`src/source/dq_defs.svh`:
```
`ifndef DQ_DEFS_SVH
`define DQ_DEFS_SVH

// width of one DMA word
`define DQ_DMA_WIDTH 32

// widest quantized value
`define DQ_MAX_QWIDTH 8

// entries per stream FIFO
`define DQ_FIFO_DEPTH 32

// latency of the dequantizer and the quantizer
`define DQ_PIPE_LEN 2

// width of the per-direction value count
`define DQ_COUNT_WIDTH 16

`endif
```
`src/source/dq_pkg.sv`:
```
`include "dq_defs.svh"

package dq_pkg;

    // one direction's register set
    typedef struct packed {
        logic [3:0]                     bitwidth;
        logic signed [4:0]              scale_exp;
        logic [`DQ_COUNT_WIDTH-1:0]     num_values;
    } dir_cfg_t;

    // IEEE half-precision fields
    typedef struct packed {
        logic       sign;
        logic [4:0] exponent;
        logic [9:0] fraction;
    } half_fields_t;

    // half word, either as raw bits or as fields
    typedef union packed {
        logic [15:0]  raw;
        half_fields_t f;
    } half_word_u;

    typedef struct packed {
        logic [`DQ_DMA_WIDTH-1:0] data;
        logic                     last;
    } dma_beat_t;

endpackage

```
`src/source/dequant_quant_top.sv`:
```
`timescale 1ns/1ps
`include "dq_defs.svh"

module dequant_quant_top import dq_pkg::*; (
    input  logic       clk,
    input  logic       rst_n,
    input  logic       activate,
    input  dir_cfg_t   up_cfg,
    input  dir_cfg_t   down_cfg,
    input  logic       rcv_valid,
    input  dma_beat_t  rcv_beat,
    output logic       rcv_ready,
    output logic       deq_valid,
    output half_word_u deq_data,
    input  logic       deq_ready,
    input  logic       q_valid,
    input  half_word_u q_data,
    output logic       q_ready,
    output logic       trm_valid,
    output dma_beat_t  trm_beat,
    input  logic       trm_ready
);

    dir_cfg_t                  up_cfg_r;
    dir_cfg_t                  down_cfg_r;
    logic                      run;
    logic                      ext_valid;
    logic                      ext_ready;
    logic [`DQ_MAX_QWIDTH-1:0] ext_value;
    logic                      dq_valid;
    half_word_u                dq_half;
    logic                      up_af;
    logic                      qz_valid;
    logic [`DQ_MAX_QWIDTH-1:0] qz_value;
    logic                      down_af;
    logic                      pk_valid;
    logic [`DQ_MAX_QWIDTH-1:0] pk_value;
    logic                      pk_ready;

    dq_config cfg0 (
        .clk(clk), .rst_n(rst_n), .activate(activate),
        .up_cfg_in(up_cfg), .down_cfg_in(down_cfg),
        .up_cfg(up_cfg_r), .down_cfg(down_cfg_r), .run(run)
    );

    // upstream: DMA words to half words
    bit_extractor ext0 (
        .clk(clk), .rst_n(rst_n), .run(run), .cfg(up_cfg_r),
        .in_valid(rcv_valid), .in_beat(rcv_beat), .in_ready(rcv_ready),
        .out_valid(ext_valid), .out_value(ext_value), .out_ready(ext_ready)
    );

    // pipeline cannot stall, so the FIFO level throttles the source
    assign ext_ready = ~up_af;

    dequantizer deq0 (
        .clk(clk), .rst_n(rst_n), .run(run), .cfg(up_cfg_r),
        .in_valid(ext_valid & ext_ready), .in_value(ext_value),
        .out_valid(dq_valid), .out_half(dq_half)
    );

    stream_fifo #(.WIDTH(16), .DEPTH(`DQ_FIFO_DEPTH)) up_fifo (
        .clk(clk), .rst_n(rst_n), .run(run),
        .wr_valid(dq_valid), .wr_data(dq_half.raw),
        .rd_valid(deq_valid), .rd_data(deq_data.raw), .rd_ready(deq_ready),
        .almost_full(up_af)
    );

    // downstream: half words to DMA words
    assign q_ready = ~down_af;

    quantizer qnt0 (
        .clk(clk), .rst_n(rst_n), .run(run), .cfg(down_cfg_r),
        .in_valid(q_valid & q_ready), .in_half(q_data),
        .out_valid(qz_valid), .out_value(qz_value)
    );

    stream_fifo #(.WIDTH(`DQ_MAX_QWIDTH), .DEPTH(`DQ_FIFO_DEPTH)) down_fifo (
        .clk(clk), .rst_n(rst_n), .run(run),
        .wr_valid(qz_valid), .wr_data(qz_value),
        .rd_valid(pk_valid), .rd_data(pk_value), .rd_ready(pk_ready),
        .almost_full(down_af)
    );

    bit_packer pack0 (
        .clk(clk), .rst_n(rst_n), .run(run), .cfg(down_cfg_r),
        .in_valid(pk_valid), .in_value(pk_value), .in_ready(pk_ready),
        .out_valid(trm_valid), .out_beat(trm_beat), .out_ready(trm_ready)
    );

endmodule

```
`src/source/bit_packer.sv`:
```
`timescale 1ns/1ps
`include "dq_defs.svh"

module bit_packer import dq_pkg::*; (
    input  logic                      clk,
    input  logic                      rst_n,
    input  logic                      run,
    input  dir_cfg_t                  cfg,
    input  logic                      in_valid,
    input  logic [`DQ_MAX_QWIDTH-1:0] in_value,
    output logic                      in_ready,
    output logic                      out_valid,
    output dma_beat_t                 out_beat,
    input  logic                      out_ready
);

    localparam int ACC_W = `DQ_DMA_WIDTH + `DQ_MAX_QWIDTH;

    logic [ACC_W-1:0]           acc;
    logic [ACC_W-1:0]           acc_next;
    logic [5:0]                 fill;
    logic [5:0]                 fill_next;
    logic [`DQ_COUNT_WIDTH-1:0] received;
    logic                       all_in;
    logic                       flush;
    logic                       take;
    logic                       push;
    logic                       last_word;

    assign all_in   = (received == cfg.num_values);
    assign in_ready = run && !all_in && (fill < 6'd32);
    assign push     = in_valid && in_ready;

    // full word ready, or the tail after the final value
    assign flush     = run && ((fill >= 6'd32) || (all_in && (fill != '0)));
    assign take      = flush && (!out_valid || out_ready);
    assign last_word = all_in && (fill <= 6'd32);

    always_comb begin
        acc_next  = acc;
        fill_next = fill;
        if (take) begin
            acc_next  = acc >> `DQ_DMA_WIDTH;
            fill_next = (fill >= 6'd32) ? fill - 6'd32 : '0;
        end
        if (push) begin
            acc_next  = acc_next | ({{`DQ_DMA_WIDTH{1'b0}}, in_value} << fill_next);
            fill_next = fill_next + {2'd0, cfg.bitwidth};
        end
    end

    always_ff @(posedge clk or negedge rst_n) begin
        if (!rst_n) begin
            fill      <= '0;
            received  <= '0;
            out_valid <= 1'b0;
        end else if (!run) begin
            fill      <= '0;
            received  <= '0;
            out_valid <= 1'b0;
        end else begin
            fill <= fill_next;
            if (push) begin
                received <= received + 1'b1;
            end
            if (take) begin
                out_valid <= 1'b1;
            end else if (out_ready) begin
                out_valid <= 1'b0;
            end
        end
    end

    // shifts keep unused high bits at zero
    always_ff @(posedge clk) begin
        acc <= run ? acc_next : '0;
        if (take) begin
            out_beat.data <= acc[`DQ_DMA_WIDTH-1:0];
            out_beat.last <= last_word;
        end else if (!run || out_ready) begin
            // last only marks a beat that is on offer
            out_beat.last <= 1'b0;
        end
    end

endmodule

```
`src/source/quantizer.sv`:
```
`timescale 1ns/1ps
`include "dq_defs.svh"

module quantizer import dq_pkg::*; (
    input  logic                      clk,
    input  logic                      rst_n,
    input  logic                      run,
    input  dir_cfg_t                  cfg,
    input  logic                      in_valid,
    input  half_word_u                in_half,
    output logic                      out_valid,
    output logic [`DQ_MAX_QWIDTH-1:0] out_value
);

    logic                      s1_valid;
    logic                      s1_sign;
    logic                      s1_zero;
    logic                      s1_inf;
    logic [10:0]               s1_mant;
    logic signed [6:0]         s1_exp;
    logic signed [6:0]         exp_in;
    logic [`DQ_MAX_QWIDTH:0]   max_val;
    logic [3:0]                shamt;
    logic [10:0]               shifted;
    logic [`DQ_MAX_QWIDTH-1:0] q_next;

    // stage 1: unbiased exponent plus scale
    assign exp_in  = $signed({2'd0, in_half.f.exponent}) - 7'sd15
                     + 7'($signed(cfg.scale_exp));
    assign max_val = ({{`DQ_MAX_QWIDTH{1'b0}}, 1'b1} << cfg.bitwidth) - 1'b1;

    // stage 2: only exponents 0..bitwidth-1 reach the shift
    assign shamt   = 4'd10 - {1'b0, s1_exp[2:0]};
    assign shifted = s1_mant >> shamt;

    always_comb begin
        if (s1_sign || s1_zero) begin
            q_next = '0;
        end else if (s1_inf || (s1_exp >= $signed({3'd0, cfg.bitwidth}))) begin
            q_next = max_val[`DQ_MAX_QWIDTH-1:0];
        end else if (s1_exp < 0) begin
            // magnitude below one truncates to zero
            q_next = '0;
        end else begin
            q_next = shifted[`DQ_MAX_QWIDTH-1:0];
        end
    end

    always_ff @(posedge clk or negedge rst_n) begin
        if (!rst_n) begin
            s1_valid  <= 1'b0;
            out_valid <= 1'b0;
        end else begin
            s1_valid  <= run && in_valid;
            out_valid <= run && s1_valid;
        end
    end

    always_ff @(posedge clk) begin
        s1_sign   <= in_half.f.sign;
        s1_zero   <= (in_half.f.exponent == 5'd0);
        s1_inf    <= (in_half.f.exponent == 5'd31);
        s1_mant   <= {1'b1, in_half.f.fraction};
        s1_exp    <= exp_in;
        out_value <= q_next;
    end

endmodule

```
`src/source/stream_fifo.sv`:
```
`timescale 1ns/1ps
`include "dq_defs.svh"

module stream_fifo #(
    parameter int WIDTH = 16,
    parameter int DEPTH = 32
) (
    input  logic             clk,
    input  logic             rst_n,
    input  logic             run,
    input  logic             wr_valid,
    input  logic [WIDTH-1:0] wr_data,
    output logic             rd_valid,
    output logic [WIDTH-1:0] rd_data,
    input  logic             rd_ready,
    output logic             almost_full
);

    localparam int PTR_W    = $clog2(DEPTH);
    // room left for everything still in the pipeline
    localparam int AF_LEVEL = DEPTH - (`DQ_PIPE_LEN + 1);

    logic [WIDTH-1:0] mem [DEPTH];
    logic [PTR_W-1:0] wr_ptr;
    logic [PTR_W-1:0] rd_ptr;
    logic [PTR_W:0]   count;
    logic [PTR_W:0]   count_next;
    logic             rd_fire;

    assign rd_valid = (count != '0);
    assign rd_data  = mem[rd_ptr];
    assign rd_fire  = rd_valid && rd_ready;

    always_comb begin
        count_next = count;
        if (wr_valid) begin
            count_next = count_next + 1'b1;
        end
        if (rd_fire) begin
            count_next = count_next - 1'b1;
        end
    end

    always_ff @(posedge clk or negedge rst_n) begin
        if (!rst_n) begin
            wr_ptr      <= '0;
            rd_ptr      <= '0;
            count       <= '0;
            almost_full <= 1'b1;
        end else if (!run) begin
            // reads as full while idle so nothing is pushed
            wr_ptr      <= '0;
            rd_ptr      <= '0;
            count       <= '0;
            almost_full <= 1'b1;
        end else begin
            wr_ptr      <= wr_valid ? wr_ptr + 1'b1 : wr_ptr;
            rd_ptr      <= rd_fire ? rd_ptr + 1'b1 : rd_ptr;
            count       <= count_next;
            almost_full <= (count_next >= AF_LEVEL);
        end
    end

    always_ff @(posedge clk) begin
        if (wr_valid) begin
            mem[wr_ptr] <= wr_data;
        end
    end

endmodule

```
`src/source/dequantizer.sv`:
```
`timescale 1ns/1ps
`include "dq_defs.svh"

module dequantizer import dq_pkg::*; (
    input  logic                      clk,
    input  logic                      rst_n,
    input  logic                      run,
    input  dir_cfg_t                  cfg,
    input  logic                      in_valid,
    input  logic [`DQ_MAX_QWIDTH-1:0] in_value,
    output logic                      out_valid,
    output half_word_u                out_half
);

    logic                      s1_valid;
    logic [`DQ_MAX_QWIDTH-1:0] s1_value;
    logic [2:0]                s1_pos;
    logic signed [6:0]         exp_sum;
    logic [17:0]               frac_wide;
    half_word_u                half_next;

    function automatic logic [2:0] lead_pos(input logic [`DQ_MAX_QWIDTH-1:0] v);
        logic [2:0] p;
        p = '0;
        for (int i = 0; i < `DQ_MAX_QWIDTH; i++) begin
            if (v[i]) begin
                p = 3'(i);
            end
        end
        return p;
    endfunction

    // stage 2: exponent from leading one and scale
    always_comb begin
        exp_sum   = 7'sd15 + $signed({4'd0, s1_pos}) + 7'($signed(cfg.scale_exp));
        // bits below the leading one, left-aligned in the fraction
        frac_wide = {10'd0, s1_value} << (4'd10 - {1'b0, s1_pos});
        half_next.f.sign     = 1'b0;
        half_next.f.exponent = exp_sum[4:0];
        half_next.f.fraction = frac_wide[9:0];
        if (s1_value == '0) begin
            half_next.raw = '0;
        end
    end

    always_ff @(posedge clk or negedge rst_n) begin
        if (!rst_n) begin
            s1_valid  <= 1'b0;
            out_valid <= 1'b0;
        end else begin
            s1_valid  <= run && in_valid;
            out_valid <= run && s1_valid;
        end
    end

    always_ff @(posedge clk) begin
        s1_value <= in_value;
        s1_pos   <= lead_pos(in_value);
        out_half <= half_next;
    end

endmodule

```
`src/source/bit_extractor.sv`:
```
`timescale 1ns/1ps
`include "dq_defs.svh"

module bit_extractor import dq_pkg::*; (
    input  logic                      clk,
    input  logic                      rst_n,
    input  logic                      run,
    input  dir_cfg_t                  cfg,
    input  logic                      in_valid,
    input  dma_beat_t                 in_beat,
    output logic                      in_ready,
    output logic                      out_valid,
    output logic [`DQ_MAX_QWIDTH-1:0] out_value,
    input  logic                      out_ready
);

    localparam int RES_W = 2 * `DQ_DMA_WIDTH;

    logic [RES_W-1:0]             reservoir;
    logic [RES_W-1:0]             res_next;
    logic [6:0]                   fill;
    logic [6:0]                   fill_next;
    logic [`DQ_COUNT_WIDTH-1:0]   emitted;
    logic [`DQ_COUNT_WIDTH-1:0]   remaining;
    logic [`DQ_COUNT_WIDTH+3:0]   bits_needed;
    logic [`DQ_MAX_QWIDTH:0]      mask;
    logic                         push;
    logic                         pop;

    assign remaining   = cfg.num_values - emitted;
    assign bits_needed = remaining * cfg.bitwidth;
    assign mask        = ({{`DQ_MAX_QWIDTH{1'b0}}, 1'b1} << cfg.bitwidth) - 1'b1;

    // a new word only if it fits and the values still need bits
    assign in_ready  = run && (fill <= 7'd32) && ({13'd0, fill} < bits_needed);
    assign out_valid = run && (remaining != '0) && (fill >= {3'd0, cfg.bitwidth});
    assign out_value = reservoir[`DQ_MAX_QWIDTH-1:0] & mask[`DQ_MAX_QWIDTH-1:0];

    assign push = in_valid && in_ready;
    assign pop  = out_valid && out_ready;

    always_comb begin
        res_next  = reservoir;
        fill_next = fill;
        if (pop) begin
            res_next  = reservoir >> cfg.bitwidth;
            fill_next = fill - {3'd0, cfg.bitwidth};
        end
        // new word lands right above the bits still held
        if (push) begin
            res_next  = res_next | ({{`DQ_DMA_WIDTH{1'b0}}, in_beat.data} << fill_next);
            fill_next = fill_next + 7'd32;
        end
    end

    always_ff @(posedge clk or negedge rst_n) begin
        if (!rst_n) begin
            fill    <= '0;
            emitted <= '0;
        end else if (!run) begin
            fill    <= '0;
            emitted <= '0;
        end else begin
            fill <= fill_next;
            if (pop) begin
                emitted <= emitted + 1'b1;
            end
        end
    end

    // bits above fill must stay zero for the OR insert
    always_ff @(posedge clk) begin
        reservoir <= run ? res_next : '0;
    end

endmodule

```
`src/source/dq_config.sv`:
```
`timescale 1ns/1ps

module dq_config import dq_pkg::*; (
    input  logic     clk,
    input  logic     rst_n,
    input  logic     activate,
    input  dir_cfg_t up_cfg_in,
    input  dir_cfg_t down_cfg_in,
    output dir_cfg_t up_cfg,
    output dir_cfg_t down_cfg,
    output logic     run
);

    logic activate_d;
    logic activate_rise;

    assign activate_rise = activate && !activate_d;

    always_ff @(posedge clk or negedge rst_n) begin
        if (!rst_n) begin
            activate_d <= 1'b0;
            run        <= 1'b0;
        end else begin
            activate_d <= activate;
            // run follows activate, raised only by a fresh edge
            if (!activate) begin
                run <= 1'b0;
            end else if (activate_rise) begin
                run <= 1'b1;
            end
        end
    end

    // both register sets taken on the same edge
    always_ff @(posedge clk) begin
        if (activate_rise) begin
            up_cfg   <= up_cfg_in;
            down_cfg <= down_cfg_in;
        end
    end

endmodule

```
`config.mk`:
```
export PLATFORM = sky130hd
export DESIGN_NAME = dequant_quant_top
export DESIGN_NICKNAME = d
export VERILOG_FILES = /design/src/source/dq_pkg.sv /design/src/source/dequant_quant_top.sv /design/src/source/bit_packer.sv /design/src/source/quantizer.sv /design/src/source/stream_fifo.sv /design/src/source/dequantizer.sv /design/src/source/bit_extractor.sv /design/src/source/dq_config.sv
export VERILOG_INCLUDE_DIRS = /design/src /design/src/source
export SDC_FILE = /design/constraint.sdc
export NUM_CORES = 2
export LEC_CHECK = 0
export BUFFER_PORTS_ARGS = -buffer_cell sky130_fd_sc_hd__buf_2
export CAP_MARGIN = 20
export CORE_MARGIN = 2
export CORE_UTILIZATION = 60
export DETAILED_ROUTE_END_ITERATION = 8
export GPL_TIMING_DRIVEN = 0
export PLACE_DENSITY_LB_ADDON = 0.12
export SYNTH_ARGS = -nofsm -noshare
export SYNTH_HDL_FRONTEND = slang
export SYNTH_HIERARCHICAL = 1
export SYNTH_SLANG_ARGS = --single-unit
```
`constraint.sdc`:
```
create_clock -name clk -period 9.7 [get_ports clk]
set_input_delay 0.97 -clock clk [delete_from_list [all_inputs] [get_ports clk]]
set_output_delay 0.97 -clock clk [all_outputs]
set_load 0.01 [all_outputs]
```
Word-level counts from Yosys, hierarchy flattened
Memory sizes are Yosys's and may differ from the RTL's.
Cells that the tools add are included.
{"block": "word_totals", "ram_bits": 768, "mem_bits_ro": 0, "latchBits": 0, "out_inout_bits": 53, "regBits": 328, "mem_count": 2}
{"memory": "up_fifo.mem", "depth": 32, "word_bits": 16, "read_ports": 1, "rd_ports_with_merged_regs": 0, "wr": 1, "line": "stream_fifo.sv:23", "text": "logic [WIDTH-1:0] mem [DEPTH];"}
{"memory": "down_fifo.mem", "depth": 32, "word_bits": 8, "read_ports": 1, "rd_ports_with_merged_regs": 0, "wr": 1, "line": "stream_fifo.sv:23"}
{"block": "op_classes", "order_cmp": 10, "shifts": 7, "add_sub_neg": 23, "n_div": 0, "bitwise": 7, "n_mux": 50, "reduce_logical": 37, "n_eq_ne": 9, "multipliers": 1}
{"op": "64-bit 2-to-1 mux", "count": 2}
{"op": "40-bit 2-to-1 mux", "count": 2}
{"op": "16-bit 2-to-1 mux", "count": 4}
{"op": "64-bit bitwise OR", "count": 1}
{"op": "32-bit by 7-bit left shift with 64-bit output", "count": 1}
{"op": "64-bit by 4-bit right shift with 64-bit output", "count": 1}
{"op": "6-bit 2-to-1 mux", "count": 10}
{"op": "5-bit 2-to-1 mux", "count": 8}
{"op": "40-bit bitwise OR", "count": 1}
{"op": "8-bit by 6-bit left shift with 40-bit output", "count": 1}
{"op": "16-bit by 1-bit adder with 16-bit output, second input constant", "count": 2}
{"op": "7-bit 2-to-1 mux", "count": 3}
{"op": "5-bit by 1-bit adder with 5-bit output, second input constant", "count": 4}
{"op": "7-bit by 20-bit < comparator with 1-bit output", "count": 1}
{"op": "16-bit by 4-bit multiplier with 20-bit output", "count": 1}
{"op": "1-bit logical AND", "count": 19}
{"op": "6-bit nonzero test", "count": 3}
{"op": "16-bit equality test", "count": 1}
{"op": "8-bit 2-to-1 mux", "count": 2}
{"op": "16-bit nonzero test", "count": 1}
{"op": "1-bit by 4-bit left shift with 8-bit output, first input constant", "count": 2}
{"op": "16-bit subtractor", "count": 1}
{"op": "8-bit by 1-bit subtractor with 8-bit output, second input constant", "count": 2}
{"op": "1-bit 2-to-1 mux", "count": 15}
{"op": "other kinds (35)", "count": 56}

Depth between registers and ports, before layout
{"block": "depth", "ltp_word": 9, "depth_mapped": 27, "mapped_depth_nobuf": 27}

By module
The synthesis kept the hierarchy.
{"mod": "stream_fifo at up_fifo", "area_per_inst_um2": 20582.2, "seq_area_each_um2": 15801.4, "instances": 1, "cells_each": 879}
{"mod": "bit_extractor", "area_per_inst_um2": 12771.0, "seq_area_each_um2": 1856.8, "instances": 1, "cells_each": 1699}
{"mod": "stream_fifo at down_fifo", "area_per_inst_um2": 10925.5, "seq_area_each_um2": 8114.0, "instances": 1, "cells_each": 515}
{"mod": "bit_packer", "area_per_inst_um2": 4513.1, "seq_area_each_um2": 2367.3, "instances": 1, "cells_each": 438}
{"mod": "quantizer", "area_per_inst_um2": 1830.5, "seq_area_each_um2": 610.6, "instances": 1, "cells_each": 196}
{"mod": "dq_config", "area_per_inst_um2": 1569.0, "seq_area_each_um2": 1551.5, "instances": 1, "cells_each": 55}
{"mod": "dequantizer", "area_per_inst_um2": 1248.7, "seq_area_each_um2": 570.5, "instances": 1, "cells_each": 125}
{"mod": "dequant_quant_top", "area_per_inst_um2": 20.0, "seq_area_each_um2": 0.0, "instances": 1, "cells_each": 4}

Worst setup path before layout
No wires, ideal clock.
{"block": "synth_path", "path_type": "register to register", "start": "register cfg0/up_cfg[21] in the netlist's numbering", "end": "register ext0.reservoir[41]", "t_arrival_ps": 6658, "setup_ps": 120, "path_slack_ps": 2923, "required_time_ps": 9580, "n_path_buf": 7, "path_stages_with_launch": 26, "cell_sequence": "edfxtp_1 clkbuf_1 buf_1 buf_1 clkbuf_1 clkbuf_1 clkbuf_1 nand2_1 fa_1 fa_1 nor2b_1 nor2_1 nor2_1 nor2_1 xor2_1 ha_1 o21a_1 a21oi_1 or4b_2 nor4b_1 nor2_1 o21ai_1 or2_2 buf_1 o22ai_1 a211o_1"}
{"block": "synth_between", "elab_chain_len": 7}
{"item": "start, declared", "line": "dq_config.sv:9", "text": "output dir_cfg_t up_cfg,"}
{"item": "start signal, assigned", "line": "dq_config.sv:37", "text": "up_cfg <= up_cfg_in;"}
{"item": "parallel branches: the longest is 6 deep, another holds 16-bit by 4-bit multiplier with 20-bit output"}
{"item": "64-bit 2-to-1 mux *", "line": "bit_extractor.sv:50", "text": "if (push) begin"}
{"item": "end signal, assigned", "line": "bit_extractor.sv:73", "text": "reservoir <= run ? res_next : '0;"}
{"item": "end, declared", "line": "bit_extractor.sv:19", "text": "logic [RES_W-1:0] reservoir;"}
Mark *: on every way between the ends.
A chain may end at the register's enable or synchronous reset.

Worst setup path in the final report
{"block": "layout_path", "start": "register cfg0/up_cfg[21] in the netlist's numbering", "end": "output port rcv_ready"}
{"block": "layout_between", "elab_chain_len": 3}
{"item": "16-bit by 4-bit multiplier with 20-bit output", "line": "bit_extractor.sv:31", "text": "assign bits_needed = remaining * cfg.bitwidth;"}
{"item": "7-bit by 20-bit < comparator with 1-bit output", "line": "bit_extractor.sv:35", "text": "assign in_ready = run && (fill <= 7'd32) && ({13'd0, fill} < bits_needed);"}
{"item": "1-bit logical AND", "line": "bit_extractor.sv:35"}
{"item": "end, declared", "line": "dequant_quant_top.sv:12", "text": "output logic rcv_ready,"}
No other way between the ends.

==> flow_metrics.py <==
metrics = {
    "cts": {
        "clk_pin_slew_ns": 0.07,
        "numCtsBuffers": 109,
        "cts_root_buffer": "clkbuf_16",
        "clock_sinks": 1095,
        "cts_buffer_depth": 3,
        "postCtsSetupRepairBufs": 0,
        "cts_tree": "done",
        "clkLatencyLatePin_ns": 0.72,
        "hold_buffers": 0,
        "cts_max_level": 3,
        "cts.repair.resized": 0,
    },
    "synthesis": {
        "synth_common_cells": "edfxtp_1 (851), nand2_1 (292), mux4_2 (280)",
        "synth-simple-area-share": 0.09696,
        "synthesis.area_mm2": 0.05346,
        "synthCells": 3911,
        "synth_edf_count": 851,
        "ys_types": 120,
        "synth-xor-area-share": 0.01849,
        "synth_compound_area_frac": 0.08950,
        "synth_area_leaders": "edfxtp_1 (48%), mux4_2 (12%), dfxtp_1 (5.9%), dfrtp_1 (3.9%), ha_1 (2.2%)",
        "seq_area_frac_synth": 0.5775,
        "synth_nets": 4146,
        "avgSynthCellArea_um2": 13.67,
        "yosysTopAreaCellShare": 0.4780,
        "synth_top_area_cell": "edfxtp_1",
        "yosys.area_share.adder": 0.03483,
        "synth_top_family_by_area": "multiplexers",
        "synth-seq-cells": 1095,
        "ys_warn_count": 6,
        "yosysMostFrequentCell": "edfxtp_1",
        "synth_ff_type": "edfxtp_1",
        "yosys-mux-area-fraction": 0.1504,
        "async_flop_share": 0.07854,
    },
    "pwr": {
        "leakagePower_nw": 21.59,
        "p_switching_w": 0.003259,
        "ir_drop_uv": 186.4,
        "p_sw_frac": 0.2735,
        "clkPwrFrac": 0.365,
        "p_total_w": 0.01192,
        "p_per_area_mw_per_mm2": 196.3,
        "power_frac_seq": 0.445,
        "p_comb_frac": 0.190,
        "p_int_w": 0.008658,
    },
    "setup_path": {
        "worstPathArrival_ns": 7.89,
        "critPathLaunchType": "flop",
        "cp.required_ns": 8.73,
        "crit_type": "flop to output port",
        "end_kind": "output port",
        "crit_path_max_fanout": 10,
    },
    "timing": {
        "setup_viol": 0,
        "tns_ns": 0,
        "hold_viol_final": 0,
        "fin_skew_ns": 0.05748,
        "rsz0062_at_grt": "false",
        "drv_slew": 0,
        "fin_crit_sh": 0.9130,
        "max_slew_margin": 0.1896,
        "worst_pin_slew_ns": 1.208,
        "period_minus_slack_ns": 8.856,
        "max_freq_ghz": 0.1129,
    },
    "floorplanning": {
        "row_count": 109,
        "die_y_um": 302.5,
        "die_w_um": 302.5,
        "ios": 159,
        "start_util": 0.6049,
        "die-area_mm2": 0.09150,
        "core_mm2": 0.08837,
    },
    "global_route": {
        "antenna_found_initial": 4,
        "first_global_vias": 35566,
        "grt_pass1_wl_um": 225600,
        "grt_max_degree": 59,
        "track_usage": 0.3319,
        "grt_overflow": 0,
    },
    "finish": {
        "final_nets": 4486,
        "layout-drive-gt1-share": 0.2096,
        "fill_cells": 6160,
        "multi_input_area_mm2": 0.02097,
        "area_delta_synth_final_pct": 13.57,
        "regArea_mm2": 0.03087,
    },
    "run": {
        "maxCapViolCount": 0,
    },
    "route": {
        "met3_length_um": 14430,
        "wl_per_cell_um": 27.48,
        "dr.pass1.iters": 6,
        "via_per_inst": 6.565,
        "route.detailed.drc": 0,
        "routed-wl-met2_um": 71110,
        "drtIter0Drc": 4219,
        "routed_wirelength_um": 151500,
        "via_count": 36201,
        "wl_met1_um": 60010,
        "postRouteAntennaNets": 0,
        "highest_layer": "met4",
    },
    "run_status": {
        "status": "finished clean",
    },
    "place": {
        "dp_hpwl_um": 106600,
        "place.gp.congestion": 0.9790,
        "io_buffers": 157,
    },
    "worst_hold_path": {
        "min_path_type": "input pin to asynchronous set/reset pin",
    },
}
final cells by class:
class	count	area share
sequential	1095	0.5085
multi-input combinational	2421	0.3455
clock buffer	147	0.04942
timing repair buffer	229	0.03200
tap	1165	0.02401
buffer	227	0.01801
clock inverter	59	0.01212
inverter	168	0.01039
antenna	3	0.0001236
path summary, 6_finish.rpt:
path | from | endpoint | slack, ns | cells past startpoint
max | cfg0/up_cfg[21] | rcv_ready | 0.84 | 22
min in group clk | q_data[9] | qnt0/s1_mant[9] | 0.37 | 1
max in group asynchronous | rst_n | down_fifo/almost_full | 8.65 | 2
min | rst_n | ext0/fill[1] | 0.22 | 1
max reg2reg | cfg0/up_cfg[21] | ext0/reservoir[41] | 0.90 | 26
min reg2reg | pack0/acc[7] | pack0/out_beat[8] | 0.43 | 0
metal layers:
layer / global-route usage / vias up
met5: 0 / -
met4: 0.1293 / 0
met3: 0.06072 / 367
met2: 0.5305 / 2045
met1: 0.4579 / 18002
li1: - / 15787
power groups by stage:
stage	combinational, W	clock (W)	sequential [W]
6_report	0.00226	0.00435	0.00531
3_3_place_gp	0.00204	0	0.00547
5_1_grt	0.00241	0.00459	0.00532
2_1_floorplan	0.00148	0	0.00539
4_1_cts	0.00211	0.00440	0.00537
3_5_place_dp	0.00208	0	0.00547
critical path: stages (launching register included):
cell      delay (ns)
edfxtp_1        0.37
clkbuf_1        0.58
buf_1           0.57
buf_1           0.57
clkbuf_1        0.50
clkbuf_1        0.47
clkbuf_1        0.42
nand2_1         0.13
fa_1            0.50
fa_1            0.48
nor2b_1         0.19
nor2_1          0.06
nor2_1          0.08
nor2_1          0.05
xor2_1          0.16
ha_1            0.28
o21a_1          0.12
a21oi_1         0.09
or4b_2          0.70
nor4b_1         0.31
buf_2           0.24
nor2b_1         0.11
buf_2           0.15
state kept, by name, indices dropped and copies added (netlist names), 15 cells and up:
register        count
down_fifo/mem     256
deq0/out_half      15
pack0/received     16
cfg0/up_cfg        25
up_fifo/mem       512
pack0/out_beat     33
ext0/emitted       16
cfg0/down_cfg      25
ext0/reservoir     64
pack0/acc          40
logic make-up (layout without fill, tap and decap cells):
kind of cell | Yosys count | after routing
compound gates | 691 | 691
xor+xnor | 112 | 112
fa+ha+maj | 129 | 129
buf+inv | 395 | 830
flops | 1095 | 1095
mux | 441 | 441
other cells | 1 | 4
simple gates | 1047 | 1047
per-stage QoR:
step	utilization	area [um^2]	hold slack [ns]	cells	worst slack [ns]
floorplan	-	53460	0.4080	3911	2.923
global placement	0.6303	55700	0.4164	5233	0.3722
detailed placement	0.6401	56570	0.4182	5288	1.098
CTS	0.6823	60300	0.1929	5494	0.8615
global route	0.6870	60710	0.2250	5512	0.2447
finish	0.6870	60710	0.2222	5514	0.8441
layout by cell type, fill, tap and decap left out, types with 56 or more instances in the layout:
| cell type | synthesis | layout |
|---|---|---|
| a211oi_1 | 62 | 62 |
| a21oi_1 | 169 | 169 |
| and2_1 | 56 | 56 |
| buf_2 | 27 | 188 |
| clkbuf_1 | 123 | 148 |
| clkbuf_16 | 0 | 109 |
| dfrtp_1 | 84 | 84 |
| dfxtp_1 | 158 | 158 |
| edfxtp_1 | 851 | 851 |
| ha_1 | 96 | 96 |
| inv_1 | 166 | 166 |
| mux2i_1 | 104 | 104 |
| mux4_2 | 280 | 280 |
| nand2_1 | 292 | 292 |
| nand3_1 | 82 | 82 |
| nor2_1 | 274 | 255 |
| nor3_1 | 92 | 81 |
| o21ai_0 | 104 | 104 |
| xnor2_1 | 63 | 63 |
Note: power is estimated with default switching activity, not from simulation.
